[config.mk]
export PLATFORM = sky130hd
export DESIGN_NAME = cpu_core
export DESIGN_NICKNAME = d
export VERILOG_FILES = /design/src/hw/cpu_pkg.sv /design/src/hw/cpu_core.sv /design/src/hw/decode_stage.sv /design/src/hw/execute_stage.sv /design/src/hw/fetch_stage.sv /design/src/hw/result_stage.sv
export SDC_FILE = /design/constraint.sdc
export NUM_CORES = 2
export LEC_CHECK = 0
export BUFFER_PORTS_ARGS = -buffer_cell sky130_fd_sc_hd__buf_2
export CORE_MARGIN = 4
export CORE_UTILIZATION = 55
export CTS_CLUSTER_SIZE = 30
export DETAILED_ROUTE_END_ITERATION = 6
export PLACE_DENSITY = 0.7
export RECOVER_POWER = 50
export REMOVE_ABC_BUFFERS = 1
export SYNTH_ARGS = -nofsm -noshare
export SYNTH_HDL_FRONTEND = slang
export SYNTH_HIERARCHICAL = 1
export SYNTH_SLANG_ARGS = --single-unit
export TNS_END_PERCENT = 50
[constraint.sdc]
create_clock -name clk -period 14.5 [get_ports clk]
set_input_delay 2.9 -clock clk [delete_from_list [all_inputs] [get_ports clk]]
set_output_delay 2.9 -clock clk [all_outputs]
set_load 0.005 [all_outputs]
[src/hw/cpu_pkg.sv]
/* Instruction-set constants, instruction field views and pipeline stage bundles
   shared by every stage of the four-step integer core */
package cpu_pkg;

    localparam int WORD_W = 32;                      // Data and address width
    localparam int REG_N  = 16;                      // Register file depth
    localparam int REG_W  = $clog2(REG_N);           // Register index width
    localparam logic [WORD_W-1:0] RESET_PC = '0;     // Fetch start address

    // 6-bit opcodes
    localparam logic [5:0] OP_RTYPE = 6'h00;         // ALU register form
    localparam logic [5:0] OP_ADDI  = 6'h01;         // rd = rs + sext(imm)
    localparam logic [5:0] OP_BEQ   = 6'h02;         // Branch if rd == rs
    localparam logic [5:0] OP_BNE   = 6'h03;         // Branch if rd != rs

    // R-type function codes
    localparam logic [5:0] FN_ADD = 6'h00;           // Zero so NOP is an add
    localparam logic [5:0] FN_SUB = 6'h01;
    localparam logic [5:0] FN_AND = 6'h02;
    localparam logic [5:0] FN_OR  = 6'h03;
    localparam logic [5:0] FN_XOR = 6'h04;
    localparam logic [5:0] FN_SLT = 6'h05;           // Signed compare

    localparam logic [WORD_W-1:0] NOP_INSN = '0;     // add r0, r0, r0

    typedef struct packed {
        logic [5:0]       opcode;
        logic [REG_W-1:0] rd;
        logic [REG_W-1:0] rs;
        logic [REG_W-1:0] rt;
        logic [7:0]       unused;
        logic [5:0]       funct;
    } insn_r_t;

    typedef struct packed {
        logic [5:0]       opcode;
        logic [REG_W-1:0] rd;                        // Also second branch operand
        logic [REG_W-1:0] rs;
        logic [1:0]       pad;
        logic [15:0]      imm;                       // Word offset on branches
    } insn_i_t;

    typedef union packed {
        insn_r_t r;
        insn_i_t i;
    } insn_u;

    typedef enum logic [2:0] {
        ALU_ADD, ALU_SUB, ALU_AND, ALU_OR, ALU_XOR, ALU_SLT
    } alu_op_e;

    typedef struct packed {
        logic              valid;
        logic [WORD_W-1:0] pc;
        logic [WORD_W-1:0] insn;
    } fetch_t;

    typedef struct packed {
        logic              valid;
        logic [WORD_W-1:0] pc;
        alu_op_e           alu_op;
        logic              is_branch;
        logic              branch_ne;
        logic              wen;                      // Cleared for rd == 0
        logic [REG_W-1:0]  rd;
        logic [REG_W-1:0]  rs;                       // Source of op_a
        logic [REG_W-1:0]  rt;                       // Source of op_b, 0 for ADDI
        logic [WORD_W-1:0] op_a;
        logic [WORD_W-1:0] op_b;
        logic [WORD_W-1:0] imm_ext;
    } decode_t;

    typedef struct packed {
        logic              valid;                    // Register write pending
        logic [REG_W-1:0]  rd;
        logic [WORD_W-1:0] data;
    } commit_t;

endpackage

[src/hw/cpu_core.sv]
/* Top of the integer core: fetch, decode, execute and result stages between the
   instruction memory port, the stall/flush controls and the commit port */
`timescale 1ns/1ps

module cpu_core import cpu_pkg::*; (
    input  logic              clk,
    input  logic              rst,
    input  logic [WORD_W-1:0] insn,        // Instruction memory data
    input  logic              data_rdy,    // Instruction memory ready
    input  logic              stall,       // Memory stage freeze
    input  logic              flush,       // Redirect pulse
    input  logic [WORD_W-1:0] new_pc,
    output logic [WORD_W-1:0] fetch_addr,
    output commit_t           wb,
    output logic [WORD_W-1:0] retired
);

    fetch_t            if_bus;
    decode_t           id_bus;
    commit_t           ex_bus;
    logic              br_taken;
    logic [WORD_W-1:0] br_addr;
    logic [REG_W-1:0]  rd_addr_a;
    logic [REG_W-1:0]  rd_addr_b;
    logic [WORD_W-1:0] rd_data_a;
    logic [WORD_W-1:0] rd_data_b;

    fetch_stage fetch_stage_i (
        .clk, .rst, .insn, .data_rdy, .stall, .flush, .new_pc,
        .br_taken, .br_addr,
        .fetch_addr,
        .if_out     (if_bus)
    );

    decode_stage decode_stage_i (
        .clk, .rst,
        .if_in      (if_bus),
        .stall, .flush, .br_taken,
        .rd_data_a, .rd_data_b, .rd_addr_a, .rd_addr_b,
        .id_out     (id_bus)
    );

    execute_stage execute_stage_i (
        .clk, .rst,
        .id_in      (id_bus),
        .stall, .flush,
        .ex_out     (ex_bus),              // Also forwarding source
        .br_taken, .br_addr
    );

    result_stage result_stage_i (
        .clk, .rst,
        .ex_in      (ex_bus),
        .stall,
        .rd_addr_a, .rd_addr_b, .rd_data_a, .rd_data_b,
        .wb, .retired
    );

endmodule

[src/hw/decode_stage.sv]
/* Splits the fetched word, reads both source registers and loads the
   decode/execute register; killed by flush or a taken branch */
`timescale 1ns/1ps

module decode_stage import cpu_pkg::*; (
    input  logic              clk,
    input  logic              rst,
    input  fetch_t            if_in,      // From fetch register
    input  logic              stall,
    input  logic              flush,
    input  logic              br_taken,   // Entry in if_in is wrong-path
    input  logic [WORD_W-1:0] rd_data_a,  // Register file port A
    input  logic [WORD_W-1:0] rd_data_b,  // Register file port B
    output logic [REG_W-1:0]  rd_addr_a,
    output logic [REG_W-1:0]  rd_addr_b,
    output decode_t           id_out      // To execute
);

    insn_u             iw;                // One word in both R and I views
    alu_op_e           alu_op;
    logic              wen;
    logic              is_branch;
    logic              branch_ne;
    logic              use_imm;
    logic [WORD_W-1:0] imm_ext;
    decode_t           id_next;

    assign iw      = if_in.insn;
    assign imm_ext = {{(WORD_W-16){iw.i.imm[15]}}, iw.i.imm};

    // Control decode; unknown codes fall through as a NOP
    always_comb begin
        alu_op    = ALU_ADD;
        wen       = 1'b0;
        is_branch = 1'b0;
        branch_ne = 1'b0;
        use_imm   = 1'b0;
        rd_addr_b = '0;
        case (iw.r.opcode)
            OP_RTYPE: begin
                rd_addr_b = iw.r.rt;
                wen       = 1'b1;
                case (iw.r.funct)
                    FN_ADD:  alu_op = ALU_ADD;
                    FN_SUB:  alu_op = ALU_SUB;
                    FN_AND:  alu_op = ALU_AND;
                    FN_OR:   alu_op = ALU_OR;
                    FN_XOR:  alu_op = ALU_XOR;
                    FN_SLT:  alu_op = ALU_SLT;
                    default: wen    = 1'b0;    // Bad funct is a NOP
                endcase
            end
            OP_ADDI: begin
                wen     = 1'b1;
                use_imm = 1'b1;                // op_b is the immediate
            end
            OP_BEQ, OP_BNE: begin
                is_branch = 1'b1;
                branch_ne = (iw.i.opcode == OP_BNE);
                rd_addr_b = iw.i.rd;           // rd field is a source here
            end
            default: ;
        endcase
        if (iw.r.rd == '0) begin
            wen = 1'b0;                        // r0 is never written
        end
    end

    assign rd_addr_a = iw.r.rs;

    always_comb begin
        id_next           = '0;
        id_next.valid     = if_in.valid && !flush && !br_taken;
        id_next.pc        = if_in.pc;
        id_next.alu_op    = alu_op;
        id_next.is_branch = is_branch;
        id_next.branch_ne = branch_ne;
        id_next.wen       = wen;
        id_next.rd        = iw.r.rd;
        id_next.rs        = rd_addr_a;
        id_next.rt        = rd_addr_b;         // 0 for ADDI, so never forwarded
        id_next.op_a      = rd_data_a;
        id_next.op_b      = use_imm ? imm_ext : rd_data_b;
        id_next.imm_ext   = imm_ext;
    end

    always_ff @(posedge clk) begin
        if (rst) begin
            id_out.valid <= 1'b0;
        end else if (!stall) begin
            id_out <= id_next;
        end
    end

endmodule

[src/hw/execute_stage.sv]
/* Forwards from the commit register, runs the ALU, resolves branches and loads
   the execute/result register that feeds the register file */
`timescale 1ns/1ps

module execute_stage import cpu_pkg::*; (
    input  logic              clk,
    input  logic              rst,
    input  decode_t           id_in,      // From decode register
    input  logic              stall,
    input  logic              flush,
    output commit_t           ex_out,     // Execute/result register
    output logic              br_taken,   // Redirect fetch, kill decode
    output logic [WORD_W-1:0] br_addr
);

    logic              fwd_a;
    logic              fwd_b;
    logic [WORD_W-1:0] a;
    logic [WORD_W-1:0] b;
    logic [WORD_W-1:0] alu_res;
    logic              br_cond;

    // Older result still sitting in the commit register
    assign fwd_a = ex_out.valid && (ex_out.rd == id_in.rs) && (id_in.rs != '0);
    assign fwd_b = ex_out.valid && (ex_out.rd == id_in.rt) && (id_in.rt != '0);

    assign a = fwd_a ? ex_out.data : id_in.op_a;
    assign b = fwd_b ? ex_out.data : id_in.op_b;

    always_comb begin
        case (id_in.alu_op)
            ALU_ADD: alu_res = a + b;
            ALU_SUB: alu_res = a - b;
            ALU_AND: alu_res = a & b;
            ALU_OR:  alu_res = a | b;
            ALU_XOR: alu_res = a ^ b;
            ALU_SLT: alu_res = {{(WORD_W-1){1'b0}}, $signed(a) < $signed(b)};
            default: alu_res = a + b;
        endcase
    end

    // Branch compares rs (a) with the rd-field register (b)
    assign br_cond  = id_in.branch_ne ? (a != b) : (a == b);
    assign br_taken = id_in.valid && id_in.is_branch && br_cond;
    assign br_addr  = id_in.pc + WORD_W'(4) + {id_in.imm_ext[WORD_W-3:0], 2'b00};

    always_ff @(posedge clk) begin
        if (rst) begin
            ex_out.valid <= 1'b0;
        end else if (!stall) begin
            ex_out.valid <= id_in.valid && id_in.wen && !flush;  // Branches have no wen
            ex_out.rd    <= id_in.rd;
            ex_out.data  <= alu_res;
        end
    end

    // Taken branch needs a live entry, and decode must drop its follower
    a_branch_kills: assert property (
        @(posedge clk) disable iff (rst)
        (br_taken && !stall) |-> id_in.valid ##1 !id_in.valid
    ) else $error("taken branch without valid entry or follower not killed");

endmodule

[src/hw/fetch_stage.sv]
/* Program counter and fetch/decode register; accepts a word when memory is ready
   and takes flush and branch redirects ahead of the sequential advance */
`timescale 1ns/1ps

module fetch_stage import cpu_pkg::*; (
    input  logic              clk,
    input  logic              rst,
    input  logic [WORD_W-1:0] insn,        // Word at fetch_addr, same cycle
    input  logic              data_rdy,    // Memory has the word
    input  logic              stall,       // Freeze from memory stage
    input  logic              flush,       // Redirect pulse
    input  logic [WORD_W-1:0] new_pc,      // Flush target
    input  logic              br_taken,    // Resolved in execute
    input  logic [WORD_W-1:0] br_addr,     // Branch target
    output logic [WORD_W-1:0] fetch_addr,  // To instruction memory
    output fetch_t            if_out       // To decode
);

    localparam logic [WORD_W-1:0] STEP = WORD_W'(4);   // One word

    always_ff @(posedge clk) begin
        if (rst) begin
            fetch_addr <= RESET_PC;
            if_out     <= '{valid: 1'b0, pc: RESET_PC, insn: NOP_INSN};
        end else if (!stall) begin                // Stall holds everything
            if (flush) begin
                fetch_addr   <= new_pc;           // External redirect wins
                if_out.valid <= 1'b0;
                if_out.insn  <= NOP_INSN;
            end else if (br_taken) begin
                fetch_addr   <= br_addr;          // Drop the wrong-path word
                if_out.valid <= 1'b0;
                if_out.insn  <= NOP_INSN;
            end else if (data_rdy) begin
                fetch_addr <= fetch_addr + STEP;
                if_out     <= '{valid: 1'b1, pc: fetch_addr, insn: insn};
            end else begin
                if_out.valid <= 1'b0;             // Bubble while memory is busy
            end
        end
    end

    // Redirect targets come from other blocks; all of them must stay word aligned
    a_fetch_aligned: assert property (
        @(posedge clk) disable iff (rst) fetch_addr[1:0] == 2'b00
    ) else $error("fetch_addr not word aligned: %h", fetch_addr);

endmodule

[src/hw/result_stage.sv]
/* Register file with same-cycle write bypass, the qualified commit port
   and a count of retired register writes */
`timescale 1ns/1ps

module result_stage import cpu_pkg::*; (
    input  logic              clk,
    input  logic              rst,
    input  commit_t           ex_in,      // Execute/result register
    input  logic              stall,      // Blocks the write
    input  logic [REG_W-1:0]  rd_addr_a,
    input  logic [REG_W-1:0]  rd_addr_b,
    output logic [WORD_W-1:0] rd_data_a,
    output logic [WORD_W-1:0] rd_data_b,
    output commit_t           wb,         // Commit port
    output logic [WORD_W-1:0] retired     // Commits since reset
);

    logic [WORD_W-1:0] regs [REG_N];     // Entry 0 is never written

    // Commit is the register contents, held back during a freeze
    assign wb.valid = ex_in.valid && !stall;
    assign wb.rd    = ex_in.rd;
    assign wb.data  = ex_in.data;

    function automatic logic [WORD_W-1:0] read_port(input logic [REG_W-1:0] addr);
        logic [WORD_W-1:0] val;
        if (addr == '0) begin
            val = '0;                          // r0 reads zero
        end else if (wb.valid && wb.rd == addr) begin
            val = wb.data;                     // Write bypass
        end else begin
            val = regs[addr];
        end
        return val;
    endfunction

    assign rd_data_a = read_port(rd_addr_a);
    assign rd_data_b = read_port(rd_addr_b);

    always_ff @(posedge clk) begin
        if (wb.valid) begin
            regs[wb.rd] <= wb.data;
        end
    end

    always_ff @(posedge clk) begin
        if (rst) begin
            retired <= '0;
        end else if (wb.valid) begin
            retired <= retired + 1'b1;
        end
    end

    // Decode clears wen for rd 0, so nothing aimed at r0 may reach here
    a_no_r0_commit: assert property (
        @(posedge clk) disable iff (rst) wb.valid |-> (wb.rd != '0)
    ) else $error("commit to r0 with wen set");

endmodule

==> out/summary.txt <==
status -> finished with violations
violated checks -> design-rule violations, max-capacitance violations, max-slew violations
Post-DP Area -> 46020 µm²
vias per cell -> 6.559
worst-path fanout max -> 74
core area -> 80550 µm²
CP Buf/Inv Count -> 3
Netlist Area Pre-Place -> 44710 µm²
worst hold path type -> flop to flop
Int Pwr -> 3.990 mW
Max stage delay on crit path -> 2.42 ns
DRT Pass-1 Iters -> 7
met3 Use GR -> 3.878%
GR Util met1 -> 38.65%
Lkg Pwr -> 16.29 nW
largest net degree at the start of global routing -> 75
via count -> 31.29k
Rows -> 104
clk root buf -> clkbuf_16
Post-CTS Setup Bufs -> 0
Layout fillers -> 6286
1st-iter DRT viols -> 3084
Final setup violation count -> 0
cells after synthesis -> 3595
DP Cell Count -> 4608
setup_tns -> 0 ns
Post-CTS Hold Buffers -> 0
YS warnings -> 6
worst path required time -> 15.02 ns
area of the die -> 85910 µm²
RSZ-0062 raised after global routing -> false
Clock Pin Slew Worst Setup and Hold Paths -> 0.06 ns
Area Growth Syn to Fin -> 8.639%
crit start category -> input pin
endpoint class of the critical path -> flop
post-CTS sizing -> 0
wirelength, routed -> 123900 µm
Die Wd -> 293.1 µm
Max-Cap Viols -> 17
Slew Limit Fails -> 691
Crit path top cell by count -> clkbuf_1
PortBufs -> 169
power per cell area -> 108.1 nW/µm²
clock share of power -> 41.0%
gr ovfl total -> 0
multi-input logic area -> 19710 µm²
total CTS buffers -> 84
Switching Share -> 24.01%
NetSw -> 1.261 mW
hold slack -> 0.4230 ns
most common cell after layout, fill and taps aside -> edfxtp_1
most frequent cells in the layout -> 678 x edfxtp_1, 310 x nand2_1, 194 x mux4_2, 193 x mux2i_1, 192 x nor2_1
H-Tree Depth -> 3
number of global-route vias before repair -> 30.65k
fraction of layout cells with a size suffix above 1 -> 17.60%
hpwl dp -> 77160 µm
Worst Skew -> 0.03244 ns
Nets -> 3861
Top Family by Delay on Critical Path -> buffers and inverters
CTS tree -> yes
Final Wtd Congestion -> 0.9884
die height -> 293.1 µm
period utilization -> 60.53%
post-layout instance area -> 48570 µm²
Rel. slew slack -> -176.9%
Hold Fails Final Rpt -> 0
r2r setup slk -> 6.45 ns
clock buffer depth -> 3
Worst-Margin Slew -> 4.153 ns
Max Fclk -> 113.9 MHz
crit path cell chain -> clkbuf_1, clkbuf_1, inv_1, nand2_1, nor4_1, a211o_1
Top Usage Layer GRT -> met2
Seq. cell area -> 22990 µm²
WL/cell -> 25.97 µm
global-route wire length before repair -> 186900 µm
min cycle time layout -> 8.776 ns
# DRC -> 1
Clock Latency Late Sink -> 0.64 ns
GRT Resource Usage Total -> 28.27%
Synth Area per Inst -> 12.44 µm²
CTS Sinks -> 809
IO Pins -> 170
GR met2 Demand/Resource -> 45.93%
post-layout util -> 60.30%
Seq pwr share -> 49.7%
Post-DRT Antenna Nets -> 0
Gate power share -> 9.3%
Worst EP arrival -> 9.29 ns
initial antenna violation count -> 6
Crit Path Category -> input pin to flop
Initial Utilization -> 55.51%
worst vdd ir -> 0.1132 mV
slowest library cell on the worst path -> clkbuf_1
final cell count without fillers -> 4771
metrics by stage:
step	total power [mW]	worst slack, ns
global placement	3.131	7.682
detailed placement	3.136	7.682
floorplan	2.980	5.568
finish	5.251	5.724
CTS	5.279	7.669
global route	5.431	5.169
path summary, 6_finish.rpt:
| kind | startpoint | endpoint | cells past startpoint |
|---|---|---|---|
| worst min-delay path | decode_stage_i/id_out[107] | execute_stage_i/ex_out[35] | 0 |
| worst min register to register | decode_stage_i/id_out[107] | execute_stage_i/ex_out[35] | 0 |
| worst max register to register | execute_stage_i/ex_out[32] | fetch_stage_i/if_out[18] | 18 |
| worst max-delay path | rst | fetch_stage_i/fetch_addr[25] | 6 |
layer usage:
layer | wire length, µm | share of wire, % | up-vias
li1 | - | - | 13960
met1 | 49810 | 40 | 15640
met2 | 58640 | 47 | 1407
met3 | 9679 | 7.8 | 294
met4 | 5761 | 4.7 | 0
met5 | 0 | 0 | -
final cells by class:
| cell class | count | share of cell area, % |
|---|---|---|
| inverter | 138 | 1.066 |
| tap | 1060 | 2.731 |
| timing repair buffer | 242 | 2.612 |
| sequential | 809 | 47.34 |
| clock buffer | 105 | 4.598 |
| clock inverter | 51 | 1.038 |
| antenna | 7 | 0.03606 |
| multi-input combinational | 2359 | 40.58 |
registers in the layout, summed over array words and instances, names as in the netlist:
signal	count
execute_stage_i/ex_out	37
result_stage_i/regs	512
decode_stage_i/id_out	131
result_stage_i/retired	32
fetch_stage_i/fetch_addr	32
fetch_stage_i/if_out	65
power groups by stage:
stage	sequential [mW]	combinational [mW]	clock (mW)
2_1_floorplan	2.66	0.323	0
3_3_place_gp	2.66	0.475	0
3_5_place_dp	2.66	0.480	0
4_1_cts	2.61	0.483	2.19
5_1_grt	2.61	0.531	2.29
6_report	2.61	0.488	2.15
worst register-to-register path, stage by stage (launching register included):
cell and delay, ns:
edfxtp_1 0.67, xnor2_1 0.19, nand4_1 0.17, nor2_4 0.12, clkbuf_1 1.75, mux2_2 0.51, ha_1 0.51, nor4_1 0.55
nand3_1 0.14, nor4_1 0.51, nand4_1 0.30, xnor2_1 0.20, and3_1 0.17, buf_4 0.23, or2_2 0.50, nor2_4 0.60
buf_4 0.48, a22oi_1 0.17, nor2_1 0.16
Power figures use the tool's default switching activity.
